[config.mk]
export PLATFORM = sky130hd
export DESIGN_NAME = ttc_top
export DESIGN_NICKNAME = d
export VERILOG_FILES = /design/src/source/ttc_timer_pkg.sv /design/src/source/ttc_bus_pkg.sv /design/src/source/ttc_reg_if.sv /design/src/source/ttc_top.sv /design/src/source/ttc_intr_status.sv /design/src/source/ttc_counter_lite.sv /design/src/source/ttc_prescaler.sv /design/src/source/ttc_reg_decode.sv
export SDC_FILE = /design/constraint.sdc
export NUM_CORES = 1
export LEC_CHECK = 0
export ABC_AREA = 1
export BUFFER_PORTS_ARGS = -buffer_cell sky130_fd_sc_hd__clkbuf_2
export CORE_MARGIN = 2
export CORE_UTILIZATION = 45
export CTS_BUF_LIST = sky130_fd_sc_hd__clkbuf_8
export CTS_CLUSTER_SIZE = 16
export DETAILED_ROUTE_END_ITERATION = 10
export GPL_TIMING_DRIVEN = 0
export PLACE_DENSITY_LB_ADDON = 0.25
export RECOVER_POWER = 50
export SLEW_MARGIN = 10
export SYNTH_ARGS = -nofsm -noshare
export SYNTH_HDL_FRONTEND = slang
export SYNTH_HIERARCHICAL = 1
export SYNTH_SLANG_ARGS = --single-unit
[constraint.sdc]
create_clock -name pclk7 -period 1.9 [get_ports pclk7]
set_input_delay 0.19 -clock pclk7 [delete_from_list [all_inputs] [get_ports pclk7]]
set_output_delay 0.19 -clock pclk7 [all_outputs]
set_load 0.01 [all_outputs]
[src/source/ttc_timer_pkg.sv]
/*
  Bit layout and reset values of the timer registers.
  Wave bits are stored and read back only, no waveform output exists.
*/
`default_nettype none

package ttc_timer_pkg;

  // Counter control bit positions
  typedef enum logic [2:0]
  {
    ctrl_disable   = 3'd0,                            // Counter enable, active low
    ctrl_interval  = 3'd1,                            // 1 interval, 0 overflow
    ctrl_decrement = 3'd2,
    ctrl_match     = 3'd3,
    ctrl_restart   = 3'd4,                            // Self clearing
    ctrl_wave_n    = 3'd5,
    ctrl_wave_pol  = 3'd6
  } ctrl_bit_e;

  localparam int ctrl_width = 7;
  localparam logic [ctrl_width-1:0] ctrl_reset_value = 7'b0000001; // Disabled

  // Interrupt bit positions
  typedef enum logic [2:0]
  {
    intr_interval = 3'd0,
    intr_match_1  = 3'd1,
    intr_match_2  = 3'd2,
    intr_match_3  = 3'd3,
    intr_overflow = 3'd4
  } intr_bit_e;

  localparam int intr_width = 5;
  localparam logic [intr_width-1:0] intr_enable_reset_value = '0;

  // Clock control, bit 0 prescale enable, bits 4..1 prescale value n
  localparam int clk_ctrl_width = 5;
  localparam logic [clk_ctrl_width-1:0] clk_ctrl_reset_value = '0;
  localparam int prescale_width = 17;                 // Free counter, covers n = 15

endpackage

`default_nettype wire

[src/source/ttc_bus_pkg.sv]
/*
  Command port definitions and the register map of the single timer channel.
  Buffer depth equals the credit count and must stay a power of two.
*/
`default_nettype none

package ttc_bus_pkg;

  localparam int data_width    = 16;                 // Register data width
  localparam int addr_width    = 4;                  // Command address width
  localparam int cmd_credits   = 2;                  // Host credits, also buffer depth
  localparam int cmd_ptr_width = $clog2(cmd_credits);

  typedef enum logic
  {
    op_read,
    op_write
  } cmd_op_e;

  // Register map, other addresses read 0 and ignore writes
  typedef enum logic [addr_width-1:0]
  {
    addr_clk_ctrl    = 4'd0,
    addr_cntr_ctrl   = 4'd1,
    addr_count_val   = 4'd2,                          // Read only
    addr_interval    = 4'd3,
    addr_match_1     = 4'd4,
    addr_match_2     = 4'd5,
    addr_match_3     = 4'd6,
    addr_intr_status = 4'd7,                          // Read only, clears on read
    addr_intr_enable = 4'd8
  } reg_addr_e;

endpackage

`default_nettype wire
[src/source/ttc_reg_if.sv]
/*
  Register bus between the decoder and the timer blocks.
  Strobes and status_rd are single cycle pulses from the decoder.
*/
`timescale 1ns/100ps
`default_nettype none

interface ttc_reg_if
  import ttc_bus_pkg::*, ttc_timer_pkg::*;
();

  logic [data_width-1:0]     wdata;                   // Write data, valid with a strobe
  logic                      clk_ctrl_sel;
  logic                      cntr_ctrl_sel;
  logic                      interval_sel;
  logic                      match_1_sel;
  logic                      match_2_sel;
  logic                      match_3_sel;
  logic                      intr_enable_sel;
  logic                      status_rd;               // Status register read

  // Readbacks
  logic [clk_ctrl_width-1:0] clk_ctrl_q;
  logic [ctrl_width-1:0]     cntr_ctrl_q;
  logic [data_width-1:0]     interval_q;
  logic [data_width-1:0]     match_1_q;
  logic [data_width-1:0]     match_2_q;
  logic [data_width-1:0]     match_3_q;
  logic [data_width-1:0]     count_val_q;
  logic [intr_width-1:0]     intr_status_q;
  logic [intr_width-1:0]     intr_enable_q;

  modport decode (
    output wdata, clk_ctrl_sel, cntr_ctrl_sel, interval_sel, match_1_sel,
           match_2_sel, match_3_sel, intr_enable_sel, status_rd,
    input  clk_ctrl_q, cntr_ctrl_q, interval_q, match_1_q, match_2_q,
           match_3_q, count_val_q, intr_status_q, intr_enable_q
  );

  modport prescaler (input wdata, clk_ctrl_sel, output clk_ctrl_q);

  modport counter (
    input  wdata, cntr_ctrl_sel, interval_sel, match_1_sel, match_2_sel, match_3_sel,
    output cntr_ctrl_q, interval_q, match_1_q, match_2_q, match_3_q, count_val_q
  );

  modport intr (input wdata, intr_enable_sel, status_rd,
                output intr_status_q, intr_enable_q);

endinterface

`default_nettype wire

[src/source/ttc_top.sv]
/*
  Single channel timer subsystem with a credit based command port.
  Host starts with cmd_credits credits and must accept every response.
*/
`timescale 1ns/100ps
`default_nettype none

module ttc_top
  import ttc_bus_pkg::*, ttc_timer_pkg::*;
(
  input  wire                   pclk7,
  input  wire                   n_p_reset7,
  input  wire                   cmd_valid,
  input  cmd_op_e               cmd_op,
  input  wire [addr_width-1:0]  cmd_addr,
  input  wire [data_width-1:0]  cmd_wdata,
  output logic                  cmd_credit,
  output logic                  rsp_valid,
  output logic [data_width-1:0] rsp_rdata,
  output logic                  irq
);

  logic                  count_en;                     // Prescaler to counter
  logic [intr_width-1:0] raw_intr;                     // Counter to status

  ttc_reg_if regs ();

  ttc_reg_decode i_decode (
    .pclk7      (pclk7),
    .n_p_reset7 (n_p_reset7),
    .cmd_valid  (cmd_valid),
    .cmd_op     (cmd_op),
    .cmd_addr   (cmd_addr),
    .cmd_wdata  (cmd_wdata),
    .cmd_credit (cmd_credit),
    .rsp_valid  (rsp_valid),
    .rsp_rdata  (rsp_rdata),
    .regs       (regs.decode)
  );

  ttc_prescaler i_prescaler (
    .pclk7      (pclk7),
    .n_p_reset7 (n_p_reset7),
    .regs       (regs.prescaler),
    .count_en   (count_en)
  );

  ttc_counter_lite i_counter (
    .pclk7      (pclk7),
    .n_p_reset7 (n_p_reset7),
    .count_en   (count_en),
    .regs       (regs.counter),
    .raw_intr   (raw_intr)
  );

  ttc_intr_status i_intr (
    .pclk7      (pclk7),
    .n_p_reset7 (n_p_reset7),
    .raw_intr   (raw_intr),
    .regs       (regs.intr),
    .irq        (irq)
  );

endmodule

`default_nettype wire

[src/source/ttc_intr_status.sv]
/*
  Sticky interrupt status with clear on read, enable mask and irq.
  A bit raised in the clearing cycle is kept.
*/
`timescale 1ns/100ps
`default_nettype none

module ttc_intr_status
  import ttc_timer_pkg::*;
(
  input  wire                  pclk7,
  input  wire                  n_p_reset7,
  input  wire [intr_width-1:0] raw_intr,
  ttc_reg_if.intr              regs,
  output logic                 irq
);

  logic [intr_width-1:0] status_next;

  assign status_next = (regs.status_rd ? '0 : regs.intr_status_q) | raw_intr;

  always_ff @(posedge pclk7 or negedge n_p_reset7)
  begin
    if (!n_p_reset7)
    begin
      regs.intr_status_q <= '0;
      regs.intr_enable_q <= intr_enable_reset_value;
      irq                <= 1'b0;
    end
    else
    begin
      regs.intr_status_q <= status_next;
      if (regs.intr_enable_sel)
        regs.intr_enable_q <= regs.wdata[intr_width-1:0];
      irq <= |(regs.intr_status_q & regs.intr_enable_q); // One cycle behind status
    end
  end

endmodule

`default_nettype wire

[src/source/ttc_counter_lite.sv]
/*
  Timer channel counter with control, interval and match registers.
  Interval value is assumed static while counting in interval mode.
  Raw interrupts are combinational, the interrupt block registers them.
*/
`timescale 1ns/100ps
`default_nettype none

module ttc_counter_lite
  import ttc_bus_pkg::*, ttc_timer_pkg::*;
(
  input  wire                   pclk7,
  input  wire                   n_p_reset7,
  input  wire                   count_en,
  ttc_reg_if.counter            regs,
  output logic [intr_width-1:0] raw_intr
);

  logic                  counting;                     // Counted since last restart
  logic                  active;                       // Interrupts allowed
  logic                  at_zero;
  logic [data_width-1:0] wrap_top;                     // Interval value or full scale
  logic [data_width-1:0] next_count;

  // --------------------------------------------------------------------------
  // Register writes
  // --------------------------------------------------------------------------
  always_ff @(posedge pclk7 or negedge n_p_reset7)
  begin
    if (!n_p_reset7)
    begin
      regs.cntr_ctrl_q <= ctrl_reset_value;
      regs.interval_q  <= '0;
      regs.match_1_q   <= '0;
      regs.match_2_q   <= '0;
      regs.match_3_q   <= '0;
    end
    else
    begin
      if (regs.cntr_ctrl_sel)
        regs.cntr_ctrl_q <= regs.wdata[ctrl_width-1:0];
      else if (count_en && regs.cntr_ctrl_q[ctrl_restart])
        regs.cntr_ctrl_q[ctrl_restart] <= 1'b0;        // Restart done, one count_en only

      if (regs.interval_sel)
        regs.interval_q <= regs.wdata;
      if (regs.match_1_sel)
        regs.match_1_q <= regs.wdata;
      if (regs.match_2_sel)
        regs.match_2_q <= regs.wdata;
      if (regs.match_3_sel)
        regs.match_3_q <= regs.wdata;
    end
  end

  // --------------------------------------------------------------------------
  // Count
  // --------------------------------------------------------------------------
  assign wrap_top = regs.cntr_ctrl_q[ctrl_interval] ? regs.interval_q : '1;
  assign at_zero  = (regs.count_val_q == '0);

  always_comb
  begin
    if (regs.cntr_ctrl_q[ctrl_decrement])
      next_count = at_zero ? wrap_top : regs.count_val_q - 1'b1;
    else
      next_count = (regs.count_val_q == wrap_top) ? '0 : regs.count_val_q + 1'b1;
  end

  always_ff @(posedge pclk7 or negedge n_p_reset7)
  begin
    if (!n_p_reset7)
    begin
      regs.count_val_q <= '0;
      counting         <= 1'b0;
    end
    else if (count_en)
    begin
      if (regs.cntr_ctrl_q[ctrl_restart])
      begin
        if (!regs.cntr_ctrl_q[ctrl_decrement])
          regs.count_val_q <= '0;
        else
          regs.count_val_q <= wrap_top;                // Interval value or FFFF
        counting <= 1'b0;
      end
      else if (!regs.cntr_ctrl_q[ctrl_disable])        // Enable is active low
      begin
        regs.count_val_q <= next_count;
        counting         <= 1'b1;
      end
    end
  end

  // --------------------------------------------------------------------------
  // Raw interrupts
  // --------------------------------------------------------------------------
  assign active = counting && !regs.cntr_ctrl_q[ctrl_restart]
                  && !regs.cntr_ctrl_q[ctrl_disable];

  assign raw_intr[intr_interval] = active && regs.cntr_ctrl_q[ctrl_interval] && at_zero;
  assign raw_intr[intr_overflow] = active && !regs.cntr_ctrl_q[ctrl_interval] && at_zero;
  assign raw_intr[intr_match_1]  = active && regs.cntr_ctrl_q[ctrl_match]
                                   && (regs.count_val_q == regs.match_1_q);
  assign raw_intr[intr_match_2]  = active && regs.cntr_ctrl_q[ctrl_match]
                                   && (regs.count_val_q == regs.match_2_q);
  assign raw_intr[intr_match_3]  = active && regs.cntr_ctrl_q[ctrl_match]
                                   && (regs.count_val_q == regs.match_3_q);

  // Increment interval count stays within the interval
  a_in_interval: assert property (@(posedge pclk7) disable iff (!n_p_reset7)
    (counting && regs.cntr_ctrl_q[ctrl_interval] && !regs.cntr_ctrl_q[ctrl_decrement]
     && !regs.cntr_ctrl_q[ctrl_disable]) |-> (regs.count_val_q <= regs.interval_q));

endmodule

`default_nettype wire

[src/source/ttc_prescaler.sv]
/*
  Clock control register and prescaler.
  Disabled prescale gives count_en every cycle, else one pulse per 2^(n+1).
  count_en is registered, so it starts one cycle after reset release.
*/
`timescale 1ns/100ps
`default_nettype none

module ttc_prescaler
  import ttc_timer_pkg::*;
(
  input  wire          pclk7,
  input  wire          n_p_reset7,
  ttc_reg_if.prescaler regs,
  output logic         count_en
);

  logic [prescale_width-1:0] pre_cnt;                  // Free running
  logic [prescale_width-1:0] pre_mask;                 // Low n+1 bits set
  logic [4:0]                pre_shift;                // n+1, up to 16
  logic                      pre_wrap;

  assign pre_shift = {1'b0, regs.clk_ctrl_q[4:1]} + 5'd1;
  assign pre_mask  = (prescale_width'(1) << pre_shift) - 1'b1;
  assign pre_wrap  = ((pre_cnt & pre_mask) == pre_mask);

  always_ff @(posedge pclk7 or negedge n_p_reset7)
  begin
    if (!n_p_reset7)
      regs.clk_ctrl_q <= clk_ctrl_reset_value;
    else if (regs.clk_ctrl_sel)
      regs.clk_ctrl_q <= regs.wdata[clk_ctrl_width-1:0];
  end

  always_ff @(posedge pclk7 or negedge n_p_reset7)
  begin
    if (!n_p_reset7)
    begin
      pre_cnt  <= '0;
      count_en <= 1'b0;
    end
    else
    begin
      if (regs.clk_ctrl_sel)
        pre_cnt <= '0;                                 // New setting starts a full period
      else
        pre_cnt <= pre_cnt + 1'b1;
      count_en <= !regs.clk_ctrl_q[0] || pre_wrap;     // Bit 0 prescale enable
    end
  end

  a_en_gap: assert property (@(posedge pclk7) disable iff (!n_p_reset7)
    (regs.clk_ctrl_q[0] && count_en) |=> !count_en);

endmodule

`default_nettype wire

[src/source/ttc_reg_decode.sv]
/*
  Command buffer and register decoder.
  Host must respect the credit count, there is no other back-pressure.
  Response port has no ready, rsp_valid must always be accepted.
*/
`timescale 1ns/100ps
`default_nettype none

module ttc_reg_decode
  import ttc_bus_pkg::*;
(
  input  wire                   pclk7,
  input  wire                   n_p_reset7,
  input  wire                   cmd_valid,
  input  cmd_op_e               cmd_op,
  input  wire [addr_width-1:0]  cmd_addr,
  input  wire [data_width-1:0]  cmd_wdata,
  output logic                  cmd_credit,
  output logic                  rsp_valid,
  output logic [data_width-1:0] rsp_rdata,
  ttc_reg_if.decode             regs
);

  cmd_op_e                  buf_op    [cmd_credits];   // Command buffer
  logic [addr_width-1:0]    buf_addr  [cmd_credits];
  logic [data_width-1:0]    buf_wdata [cmd_credits];
  logic [cmd_ptr_width-1:0] wr_ptr;
  logic [cmd_ptr_width-1:0] rd_ptr;
  logic [cmd_ptr_width:0]   count;                     // Entries held
  logic                     pop;
  logic                     head_write;
  reg_addr_e                head_addr;
  reg_addr_e                rd_addr;                   // Address of pending read

  assign pop        = (count != '0);                   // Oldest entry leaves every cycle
  assign cmd_credit = pop;
  assign head_addr  = reg_addr_e'(buf_addr[rd_ptr]);
  assign head_write = pop && (buf_op[rd_ptr] == op_write);

  // --------------------------------------------------------------------------
  // Buffer
  // --------------------------------------------------------------------------
  always_ff @(posedge pclk7)
  begin
    if (cmd_valid)
    begin
      buf_op[wr_ptr]    <= cmd_op;
      buf_addr[wr_ptr]  <= cmd_addr;
      buf_wdata[wr_ptr] <= cmd_wdata;
    end
  end

  always_ff @(posedge pclk7 or negedge n_p_reset7)
  begin
    if (!n_p_reset7)
    begin
      wr_ptr <= '0;
      rd_ptr <= '0;
      count  <= '0;
    end
    else
    begin
      if (cmd_valid)
        wr_ptr <= wr_ptr + 1'b1;                       // Wraps, depth is a power of two
      if (pop)
        rd_ptr <= rd_ptr + 1'b1;
      count <= count + {{cmd_ptr_width{1'b0}}, cmd_valid} - {{cmd_ptr_width{1'b0}}, pop};
    end
  end

  // --------------------------------------------------------------------------
  // Decode, one cycle after the pop
  // --------------------------------------------------------------------------
  always_ff @(posedge pclk7 or negedge n_p_reset7)
  begin
    if (!n_p_reset7)
    begin
      regs.clk_ctrl_sel    <= 1'b0;
      regs.cntr_ctrl_sel   <= 1'b0;
      regs.interval_sel    <= 1'b0;
      regs.match_1_sel     <= 1'b0;
      regs.match_2_sel     <= 1'b0;
      regs.match_3_sel     <= 1'b0;
      regs.intr_enable_sel <= 1'b0;
      rsp_valid            <= 1'b0;
    end
    else
    begin
      regs.clk_ctrl_sel    <= head_write && (head_addr == addr_clk_ctrl);
      regs.cntr_ctrl_sel   <= head_write && (head_addr == addr_cntr_ctrl);
      regs.interval_sel    <= head_write && (head_addr == addr_interval);
      regs.match_1_sel     <= head_write && (head_addr == addr_match_1);
      regs.match_2_sel     <= head_write && (head_addr == addr_match_2);
      regs.match_3_sel     <= head_write && (head_addr == addr_match_3);
      regs.intr_enable_sel <= head_write && (head_addr == addr_intr_enable);
      rsp_valid            <= pop && !head_write;     // Read popped
    end
  end

  always_ff @(posedge pclk7)
  begin
    regs.wdata <= buf_wdata[rd_ptr];
    rd_addr    <= head_addr;
  end

  // Status clears one edge after the response cycle
  assign regs.status_rd = rsp_valid && (rd_addr == addr_intr_status);

  // Read mux on the registered address, values as seen in the response cycle
  always_comb
  begin
    case (rd_addr)
      addr_clk_ctrl:    rsp_rdata = data_width'(regs.clk_ctrl_q);
      addr_cntr_ctrl:   rsp_rdata = data_width'(regs.cntr_ctrl_q);
      addr_count_val:   rsp_rdata = regs.count_val_q;
      addr_interval:    rsp_rdata = regs.interval_q;
      addr_match_1:     rsp_rdata = regs.match_1_q;
      addr_match_2:     rsp_rdata = regs.match_2_q;
      addr_match_3:     rsp_rdata = regs.match_3_q;
      addr_intr_status: rsp_rdata = data_width'(regs.intr_status_q);
      addr_intr_enable: rsp_rdata = data_width'(regs.intr_enable_q);
      default:          rsp_rdata = '0;                // Unmapped
    endcase
  end

  // Host overran its credits
  a_no_push_full: assert property (@(posedge pclk7) disable iff (!n_p_reset7)
    !(cmd_valid && (count == cmd_credits)));

  a_one_strobe: assert property (@(posedge pclk7) disable iff (!n_p_reset7)
    $onehot0({regs.clk_ctrl_sel, regs.cntr_ctrl_sel, regs.interval_sel,
              regs.match_1_sel, regs.match_2_sel, regs.match_3_sel,
              regs.intr_enable_sel}));

endmodule

`default_nettype wire

==> results of run 1 <==
sequential cells by signal, summed over array words and instances (netlist names), 2 cells and up:
signal and cells:
i_decode/buf_wdata 32, i_prescaler/pre_cnt 17, i_counter/regs.count_val_q 16, i_counter/regs.interval_q 16, i_counter/regs.match_1_q 16, i_counter/regs.match_2_q 16
i_counter/regs.match_3_q 16, i_decode/regs.wdata 16, i_decode/buf_addr 8, i_counter/regs.cntr_ctrl_q 7, i_intr/regs.intr_enable_q 5, i_intr/regs.intr_status_q 5
i_prescaler/regs.clk_ctrl_q 5, i_decode/rd_addr 4, i_decode/buf_op 2, i_decode/count 2
worst max-delay path by stage:
stage | startpoint | depth (start not counted) | to | slack (ns)
after CTS | i_decode/rd_addr[3] | 9 | rsp_rdata[11] | -0.16
final | i_decode/rd_addr[3] | 10 | rsp_rdata[7] | -0.13
after global placement | n_p_reset7 | 1 | i_counter/regs.match_3_q[9] | -1.68
after floorplan | i_counter/regs.count_val_q[0] | 10 | i_counter/regs.count_val_q[12] | 0.13
after global routing | i_decode/rd_addr[3] | 10 | rsp_rdata[8] | -0.21
after detailed placement | i_counter/regs.count_val_q[0] | 10 | i_counter/regs.count_val_q[14] | -0.41
through the flow:
step           cell area, sq um  util [%]
6_report                  13600      56.5
5_1_grt                   13600      56.5
4_1_cts                   12600      52.4
3_5_place_dp              11600      48.3
3_3_place_gp              11600      48.1
2_1_floorplan             11000         -
layout by cell type (no fill, tap or decap), types with 6 or more instances in the layout:
cell type	count
edfxtp_1	42
nor2_2	15
nand3_1	108
o21ai_0	80
inv_2	13
nand2_1	437
inv_6	6
a21oi_2	15
nand2_2	50
nand3_2	19
clkinv_8	7
o22ai_1	20
buf_4	53
buf_2	16
nand2_4	18
nor2_4	27
a221oi_1	10
o21bai_1	6
a21oi_1	30
nor3_2	7
inv_1	140
dfxtp_1	16
buf_6	28
dfrtp_1	123
nor2_1	108
xor2_1	19
o21ai_1	6
clkbuf_1	38
dlygate4sd3_1	23
clkbuf_8	17
dfrtp_2	10
mux2_2	14
o21ai_2	7
clkbuf_2	9
nor3_1	8
xnor2_1	6
nand4_1	12
timing repair:
item	CTS	global route
endpoints found under the setup margin	35	35
gates resized for setup	77	214
hold buffers	23	0
pin swaps	10	55
hold endpoints to repair	114	0
cloned	2	8
buffers inserted	14	34
power breakdown:
group | switching [mW] | leakage [nW] | internal [mW]
logic | 7.35 | 3.85 | 4.27
clock network | 1.70 | 0.208 | 1.01
registers | 1.63 | 2.27 | 5.78
layout make-up:
type	count	area [sq um]	share of cell area [%]
well taps	324	405	2.98
multi-input cells	1049	5610	41.2
inverters	170	708	5.20
plain buffers	56	422	3.10
clock buffers	17	234	1.72
flip-flops and latches	196	5040	37.0
clock inverters	15	180	1.32
repair buffers	123	1010	7.42
worst register-to-register path: stages (launching register included):
cell       delay, ns
dfrtp_1         0.44
buf_6           0.19
inv_8           0.12
nand2_1         0.11
nor3_4          0.25
nand2_4         0.17
clkbuf_16       0.21
o21ai_2         0.15
nand2_1         0.07
nand2_1         0.08
a21oi_2         0.06
logic make-up (layout without fill, tap and decap cells):
kind of cell | count (synthesis) | after routing
XOR/XNOR | 25 | 25
buffers and inverters | 226 | 381
flip-flops | 196 | 196
other | 1 | 1
AO/OA/AOI/OAI | 180 | 180
adder cells (fa/ha/maj) | 6 | 6
multiplexers | 14 | 14
AND/OR/NAND/NOR | 822 | 823
per-layer routing:
| layer | global-route usage, % | vias up |
|---|---|---|
| met2 | 40.5 | 437 |
| met5 | 0 | - |
| li1 | - | 5004 |
| met4 | 10.2 | 0 |
| met1 | 36.3 | 5045 |
| met3 | 3.56 | 87 |
==> out/metrics.cfg, run 1 <==
[drt]
wl_met1_um = 14700
wl_per_cell_um = 17.6
dr_wl_met2_um = 15900
route.met3.wl_um = 2450
topRoutingLayerUsed = met4
wl_um = 34300
drt-vias-per-instance = 5.42
drcViolationCount = 0
vias = 10600
dr.first_iter.drc_count = 1156
drt_pass1_iterations = 5
postRouteAntennaNets = 0

[placement]
routabilityCongestion = 0.935
hpwl_um = 24200
pre_cts_slack_ns = -0.412
io_buffers = 42
dpl.cell_count = 1838

[synthesis]
ys_top_cells_by_count = nand2_1, inv_1, dfrtp_1
yosys-mux-area-fraction_pct = 1.44
yosysUniqueCellTypes = 44
ys_top_cells_by_area = dfrtp_1, nand2_1, edfxtp_1
syn-num-nets = 1500
netlist_area_sq_um = 11000
ys_async_sr_fraction_pct = 68.4
synth_compound_area_share_pct = 9.18
yosys.area.top_type = dfrtp_1
synth_adder_area_share_pct = 0.684
syn-instance-count = 1470
yosysTopAreaCellShare_pct = 30.3
synth_top_family_by_area = simple AND/OR/NAND/NOR gates
synth_simple_gate_area_share_pct = 32.0
ys_dominant_reg_cell = dfrtp_1
ys_seq_area_share_pct = 45.7
yosys_warnings = 6
synth_xor_area_share_pct = 1.99
synth-edff-count = 42
synth_seq_cells = 196
syn_avg_cell_area_sq_um = 7.47
yosysMostFrequentCell = nand2_1

[setup_path]
r2r_slack_ns = -0.07
cp-start-kind = flop
cp-end-kind = output pin
critical_path_arrival_ns = 1.84
r2r_start = i_counter/regs.count_val_q[3]
cp_slowest_stage_delay_ns = 0.39
slowest_stage = dfxtp_4
r2r_end = i_counter/regs.count_val_q[0]
path_buf_inv = 4
cp_top_family = buffers and inverters
critPathKind = reg2out
path_cells = inv_6, nand2_8, buf_6, nor2_4, buf_6, nand2_1, nand2_1, nor2_1, nand2_1, buf_2
cp_common_cell = nand2_1
cp.required_ns = 1.71
cp_max_fo = 5
reg2regPathDepth = 10

[min_path]
worstHoldPathType = in2reg
whs_path_depth = 2
hp-start = cmd_addr[3]
holdPathEnd = i_decode/buf_addr[0][3]

[clock_network]
root_buffer = clkbuf_8
htree_levels = 4
clk_pin_slew_worst_paths_ns = 0.11
clkSinkCount = 196
clk_latency_ns = 0.47
cts_buffers = 17
cts_tree = yes
clock_path_buffers = 2

[grt]
grt_pass1_vias = 9611
grt_max_degree = 73
grt_util_all_layers_pct = 25.8
grt_pass1_wl_um = 51800
antenna_found_initial = 0
global_route.overflow_total = 0

[power_and_ir_drop]
vdd_drop_max_v = 0.000639
power_mw = 21.7
leakagePower_nw = 6.33
p_per_area_nw_per_um2 = 1600

[timing]
layout_min_cycle_time_ns = 2.03
tightestPinTransition_ns = 1.04
hold_ws_ns = 0.442
finalHoldViolations = 0
slew_viol_final = 0
relSlewSlack_pct = 30.8
fmax_mhz = 492
rsz0062_at_grt = yes
fin_skew_ns = 0.0115
fin_crit_sh_pct = 107
setup-violations-final = 32
setup_slack_ns = -0.134
finalSetupTns_ns = -2.13

[status]
violations = negative setup slack
outcome = complete, but fails checks

[die]
die_x_um = 160
design.core.area_sq_um = 24100
io_pins = 43
die_h_um = 160
placementRows = 57
die_area_sq_um = 25700
start_util_pct = 45.5

[final_layout]
synthToLayoutAreaGrowth_pct = 24.0
finalNetCount = 1643
drive_gt1_share_pct = 23.2
diodes = 0
fill_cells = 2243
instances_no_fill = 1950

[job]
cap_violations = 0

(Power assumes the default switching activity.)
==> run 2: changes to the inputs <==
--- a/config.mk
+++ b/config.mk
@@ -13,8 +13,10 @@
 export CTS_CLUSTER_SIZE = 16
 export DETAILED_ROUTE_END_ITERATION = 10
 export GPL_TIMING_DRIVEN = 0
-export PLACE_DENSITY_LB_ADDON = 0.25
+export MAX_ROUTING_LAYER = met4
+export PLACE_DENSITY = 0.73
 export RECOVER_POWER = 50
+export SKIP_CTS_REPAIR_TIMING = 1
 export SLEW_MARGIN = 10
 export SYNTH_ARGS = -nofsm -noshare
 export SYNTH_HDL_FRONTEND = slang
==> out/metrics.cfg, run 2 (synthesis results as in run 1) <==
[clock_network]
clk_pin_slew_worst_paths_ns = 0.10  ; was 0.11 ns
clkSinkCount = 196  ; unchanged
cts_buffers = 17  ; unchanged
htree_levels = 4  ; unchanged
root_buffer = clkbuf_8  ; unchanged
cts_tree = yes  ; unchanged
clock_path_buffers = 2  ; unchanged
clk_latency_ns = 0.47  ; about the same

[drt]
drt_pass1_iterations = 6  ; was 5
wl_per_cell_um = 17.2  ; was 17.6 um
postRouteAntennaNets = 0  ; unchanged
drt-vias-per-instance = 5.42  ; about the same
drcViolationCount = 0  ; unchanged
vias = 10600  ; about the same
wl_um = 33500  ; was 34300 um
dr.first_iter.drc_count = 1115  ; was 1156

[final_layout]
fill_cells = 2200  ; was 2243
finalNetCount = 1648  ; was 1643
final_cell_mix = nand2_1, inv_1, dfrtp_1  ; unchanged
layout_commonest_cell = nand2_1  ; unchanged
final_area_sq_um = 13600  ; about the same
regMostFlops = i_decode/buf_wdata  ; unchanged
drive_gt1_share_pct = 22.6  ; was 23.2%
instances_no_fill = 1955  ; was 1950
largest_registers = i_decode/buf_wdata: 32 flops, i_prescaler/pre_cnt: 17 flops  ; unchanged
diodes = 0  ; unchanged
synthToLayoutAreaGrowth_pct = 24.4  ; was 24.0%
final_core_util_pct = 56.6  ; was 56.5%
largest_reg_flops = 32  ; unchanged

[grt]
grtUsageMet1_pct = 33.9  ; was 36.3%
global_route.overflow_total = 0  ; unchanged
grt_util_met2_pct = 39.3  ; was 40.5%
grt_max_degree = 70  ; was 73
grt_util_all_layers_pct = 25.2  ; was 25.8%
grt_pass1_vias = 9513  ; was 9611
antenna_found_initial = 0  ; unchanged
busiest_layer = met2  ; unchanged
grt_pass1_wl_um = 49500  ; was 51800 um
grt_use_met3_pct = 3.17  ; was 3.56%

[timing]
setup-violations-final = 29  ; was 32
slew_viol_final = 0  ; unchanged
hold_ws_ns = 0.402  ; was 0.442 ns
finalHoldViolations = 0  ; unchanged
finalSetupTns_ns = -2.49  ; was -2.13 ns
fmax_mhz = 473  ; was 492 MHz
relSlewSlack_pct = 39.2  ; was 30.8%
rsz0062_at_grt = yes  ; unchanged
tightestPinTransition_ns = 0.912  ; was 1.04 ns
fin_crit_sh_pct = 111  ; was 107%
layout_min_cycle_time_ns = 2.12  ; was 2.03 ns
fin_skew_ns = 0.00900  ; was 0.0115 ns
setup_slack_ns = -0.216  ; was -0.134 ns

[setup_path]
cp-start-kind = flop  ; unchanged
cp-end-kind = output pin  ; unchanged
cp_slowest_stage_delay_ns = 0.35  ; was 0.39 ns
critPathKind = reg2out  ; unchanged
slowest_stage = dfxtp_2  ; was dfxtp_4
cp_max_fo = 5  ; unchanged
path_cells = inv_2, nand2_4, nor3_4, buf_6, buf_6, nand2_2, nand2_1, inv_1, nand2_1, buf_2  ; was inv_6, nand2_8, buf_6, nor2_4, buf_6, nand2_1, nand2_1, nor2_1, nand2_1, buf_2
reg2regPathDepth = 11  ; was 10
critical_path_arrival_ns = 1.93  ; was 1.84 ns
cp.required_ns = 1.71  ; about the same

[placement]
pre_cts_slack_ns = -0.465  ; was -0.412 ns
dpl.cell_count = 1838  ; unchanged
io_buffers = 42  ; unchanged
dpl_cell_area_sq_um = 11700  ; was 11600 sq um
hpwl_um = 23700  ; was 24200 um
routabilityCongestion = 0.988  ; was 0.935

[power_and_ir_drop]
vdd_drop_max_v = 0.000686  ; was 0.000639 V
leakagePower_nw = 6.36  ; was 6.33 nW
p_per_area_nw_per_um2 = 1590  ; was 1600 nW/um^2
power_mw = 21.7  ; about the same

[die]
io_pins = 43  ; unchanged
start_util_pct = 45.5  ; unchanged
placementRows = 57  ; unchanged
die_x_um = 160  ; unchanged
die_area_sq_um = 25700  ; unchanged
die_h_um = 160  ; unchanged
design.core.area_sq_um = 24100  ; unchanged

[status]
outcome = complete, but fails checks  ; unchanged
violations = negative setup slack  ; unchanged

[job]
cap_violations = 0  ; unchanged

[min_path]
worstHoldPathType = in2async  ; was in2reg

[run 2: path summary, 6_finish.rpt]
check	startpoint	endpoint	slack [ns]
worst max-delay path	i_decode/rd_addr[3]	rsp_rdata[7]	-0.22
worst min-delay path	n_p_reset7	i_intr/irq	0.40
worst max register to register	i_counter/regs.count_val_q[13]	i_counter/regs.count_val_q[7]	-0.06
worst min register to register	i_decode/buf_wdata[0][8]	i_decode/regs.wdata[8]	0.44
max in group asynchronous	n_p_reset7	i_counter/regs.count_val_q[12]	0.30
min in group pclk7	i_decode/buf_wdata[0][8]	i_decode/regs.wdata[8]	0.44
[run 2: per-layer routing]
| layer | wire [um] | share of wire, % | up-vias |
|---|---|---|---|
| met1 | 14000 | 42 | 5008 |
| li1 | - | - | 5007 |
| met2 | 15600 | 47 | 487 |
| met5 | 0 | 0 | - |
| met3 | 2580 | 7.7 | 96 |
| met4 | 1260 | 3.8 | 0 |
[run 2: cell type report]
| type | instances | area, sq um | share of cell area, % |
|---|---|---|---|
| tap | 324 | 405 | 2.97 |
| timing repair inverter | 1 | 7.51 | 0.0550 |
| timing repair buffer | 127 | 1100 | 8.03 |
| buffer | 56 | 418 | 3.06 |
| multi-input combinational | 1049 | 5590 | 40.9 |
| sequential | 196 | 5040 | 36.9 |
| clock inverter | 15 | 160 | 1.17 |
| clock buffer | 17 | 234 | 1.71 |
| inverter | 170 | 701 | 5.13 |
[run 2: power by group]
| part | internal, mW | switching [mW] | leakage, nW |
|---|---|---|---|
| Clock | 1.19 | 1.54 | 0.212 |
| Sequential | 5.78 | 1.60 | 2.27 |
| Combinational | 4.32 | 7.28 | 3.88 |
[run 2: worst max-delay path, delay by kind of cell, from the launching register on]
kind	cells	cell delay (ns)
buffers and inverters	5	0.54
AND/OR/NAND/NOR	5	0.58
flip-flops	1	0.35
==> run 3: changes to the inputs <==
--- a/config.mk
+++ b/config.mk
@@ -14,7 +14,7 @@
 export DETAILED_ROUTE_END_ITERATION = 10
 export GPL_TIMING_DRIVEN = 0
 export MAX_ROUTING_LAYER = met4
-export PLACE_DENSITY = 0.73
+export PLACE_DENSITY = 0.71
 export RECOVER_POWER = 50
 export SKIP_CTS_REPAIR_TIMING = 1
 export SLEW_MARGIN = 10
==> constraint.sdc (replaced) <==
create_clock -name pclk7 -period 2.6 [get_ports pclk7]
set_input_delay 0.26 -clock pclk7 [delete_from_list [all_inputs] [get_ports pclk7]]
set_output_delay 0.26 -clock pclk7 [all_outputs]
set_load 0.01 [all_outputs]
==> out/metrics.cfg, run 3 (synthesis results as in run 1) <==
[status]
outcome = finished, final reports clean  ; was complete, but fails checks

[clock_network]
cts_buffers = 17  ; unchanged
root_buffer = clkbuf_8  ; unchanged
clock_path_buffers = 2  ; unchanged
clkSinkCount = 196  ; unchanged
htree_levels = 4  ; unchanged
cts_tree = yes  ; unchanged
clk_pin_slew_worst_paths_ns = 0.10  ; about the same
clk_latency_ns = 0.48  ; was 0.47 ns

[setup_path]
cp-end-kind = flop  ; was output pin
path_cells = inv_2, ha_1, nand2_1, nor3_2, nand2_2, inv_2, nand2_1, nand2_1, nand2_1, nand2_1, nand2_1, a21oi_1  ; was inv_2, nand2_4, nor3_4, buf_6, buf_6, nand2_2, nand2_1, inv_1, nand2_1, buf_2
r2r_slack_ns = 0.18  ; was -0.06 ns
cp.required_ns = 2.97  ; was 1.71 ns
critPathKind = reg2reg  ; was reg2out
cp_slowest_stage_delay_ns = 0.55  ; was 0.35 ns
slowest_stage = dfrtp_1  ; was dfxtp_2
cp_common_cell = nand2_1
cp_max_fo = 10  ; was 5
cp-start-kind = flop  ; unchanged
critical_path_arrival_ns = 2.79  ; was 1.93 ns
reg2regPathDepth = 12  ; was 11

[timing]
finalHoldViolations = 0  ; unchanged
rsz0062_at_grt = no  ; was yes
layout_min_cycle_time_ns = 2.42
fmax_mhz = 414
setup_slack_ns = 0.184  ; was -0.216 ns
fin_skew_ns = 0.0155  ; was 0.00900 ns
slew_viol_final = 0  ; unchanged
tightestPinTransition_ns = 1.38  ; was 0.912 ns
relSlewSlack_pct = 8.28  ; was 39.2%
setup-violations-final = 0  ; was 29
fin_crit_sh_pct = 92.9
hold_ws_ns = 0.0179  ; was 0.402 ns

[final_layout]
diodes = 0  ; unchanged
regMostFlops = i_decode/buf_wdata  ; unchanged
final_cell_mix = nand2_1, inv_1, dfrtp_1  ; unchanged
synthToLayoutAreaGrowth_pct = 11.5  ; was 24.4%
largest_reg_flops = 32  ; unchanged
drive_gt1_share_pct = 11.5  ; was 22.6%
largest_registers = i_decode/buf_wdata: 32 flops, i_prescaler/pre_cnt: 17 flops  ; unchanged
final_core_util_pct = 50.8  ; was 56.6%
finalNetCount = 1585  ; was 1648
layout_commonest_cell = nand2_1  ; unchanged

[min_path]
worstHoldPathType = in2reg  ; was in2async
whs_path_depth = 2

[die]
design.core.area_sq_um = 24100  ; unchanged
start_util_pct = 45.5  ; unchanged
die_area_sq_um = 25700  ; unchanged
io_pins = 43  ; unchanged
die_h_um = 160  ; unchanged
placementRows = 57  ; unchanged
die_x_um = 160  ; unchanged

[grt]
grt_max_degree = 80  ; was 70
grt_pass1_vias = 9398  ; was 9513
antenna_found_initial = 0  ; unchanged
grt_util_all_layers_pct = 25.4  ; was 25.2%
grt_pass1_wl_um = 50100  ; was 49500 um
global_route.overflow_total = 0  ; unchanged

[placement]
io_buffers = 42  ; unchanged
pre_cts_slack_ns = 0.287  ; was -0.465 ns
routabilityCongestion = 0.980  ; was 0.988
hpwl_um = 23900  ; was 23700 um

[power_and_ir_drop]
p_per_area_nw_per_um2 = 1140  ; was 1590 nW/um^2
vdd_drop_max_v = 0.000491  ; was 0.000686 V
leakagePower_nw = 5.81  ; was 6.36 nW

[drt]
wl_per_cell_um = 16.4  ; was 17.2 um
vias = 9986  ; was 10600
dr.first_iter.drc_count = 909  ; was 1115
drcViolationCount = 0  ; unchanged
drt-vias-per-instance = 5.28  ; was 5.42
postRouteAntennaNets = 0  ; unchanged
wl_um = 31000  ; was 33500 um
drt_pass1_iterations = 5  ; was 6

[job]
cap_violations = 0  ; unchanged

-- run 3: cell types whose count changed in the layout (fill, tap and decap cells not counted), sizes merged, moves of 2 or more --
cell / before / now
buf: 96 / 35
clkinv: 6 / 9
clkbuf: 81 / 83
clkinvlp: 8 / 2
-- run 3: where the power goes --
part / leakage [nW] / internal [mW] / switching [mW]
logic: 3.31 / 2.09 / 4.41
registers: 2.28 / 4.19 / 1.11
clock network: 0.213 / 0.930 / 1.18
total: 5.81 / 7.21 / 6.69
-- run 3: final timing paths --
| path | start | end |
|---|---|---|
| min in group asynchronous | n_p_reset7 | i_intr/irq |
| max | i_counter/regs.count_val_q[0] | i_counter/regs.count_val_q[15] |
| max reg2reg | i_counter/regs.count_val_q[0] | i_counter/regs.count_val_q[15] |
| min | cmd_valid | i_decode/wr_ptr |
| min reg2reg | i_decode/buf_wdata[0][8] | i_decode/regs.wdata[8] |
| max in group asynchronous | n_p_reset7 | i_counter/regs.match_2_q[15] |
-- run 3: layout make-up --
type | count | area (sq um)
clock buffers | 18 | 248
repair buffers | 66 | 439
flip-flops and latches | 196 | 5020
multi-input cells | 1048 | 4980
plain buffers | 56 | 328
clock inverters | 14 | 188
well taps | 324 | 405
fillers | 2416 | 11900
inverters | 170 | 642
-- run 3: layer usage --
layer / track usage [%] / part of all wire (%)
met5: - / 0
met4: 9.91 / 3.2
met3: 3.90 / 6.7
met2: 38.4 / 45
met1: 34.5 / 45
-- run 3: per-stage QoR --
stage / setup TNS (ns) / std cells / power, mW / instance area [sq um]
after floorplan: 0 / 1470 / 9.53 / 11000
after global placement: -132.03 / 1836 / 11.6 / 11600
after detailed placement: 0 / 1838 / 11.7 / 11600
after CTS: 0 / 1870 / 13.8 / 12100
after global routing: 0 / 1892 / 14.9 / 12200
final: 0 / 1892 / 13.9 / 12200
-- run 3: critical path, delay by kind of cell, from the launching register on --
family	cells	cell delay, ns
buf+inv	2	0.50
compound gates	1	0.21
simple gates	8	0.79
flops	1	0.55
fa+ha+maj	1	0.25
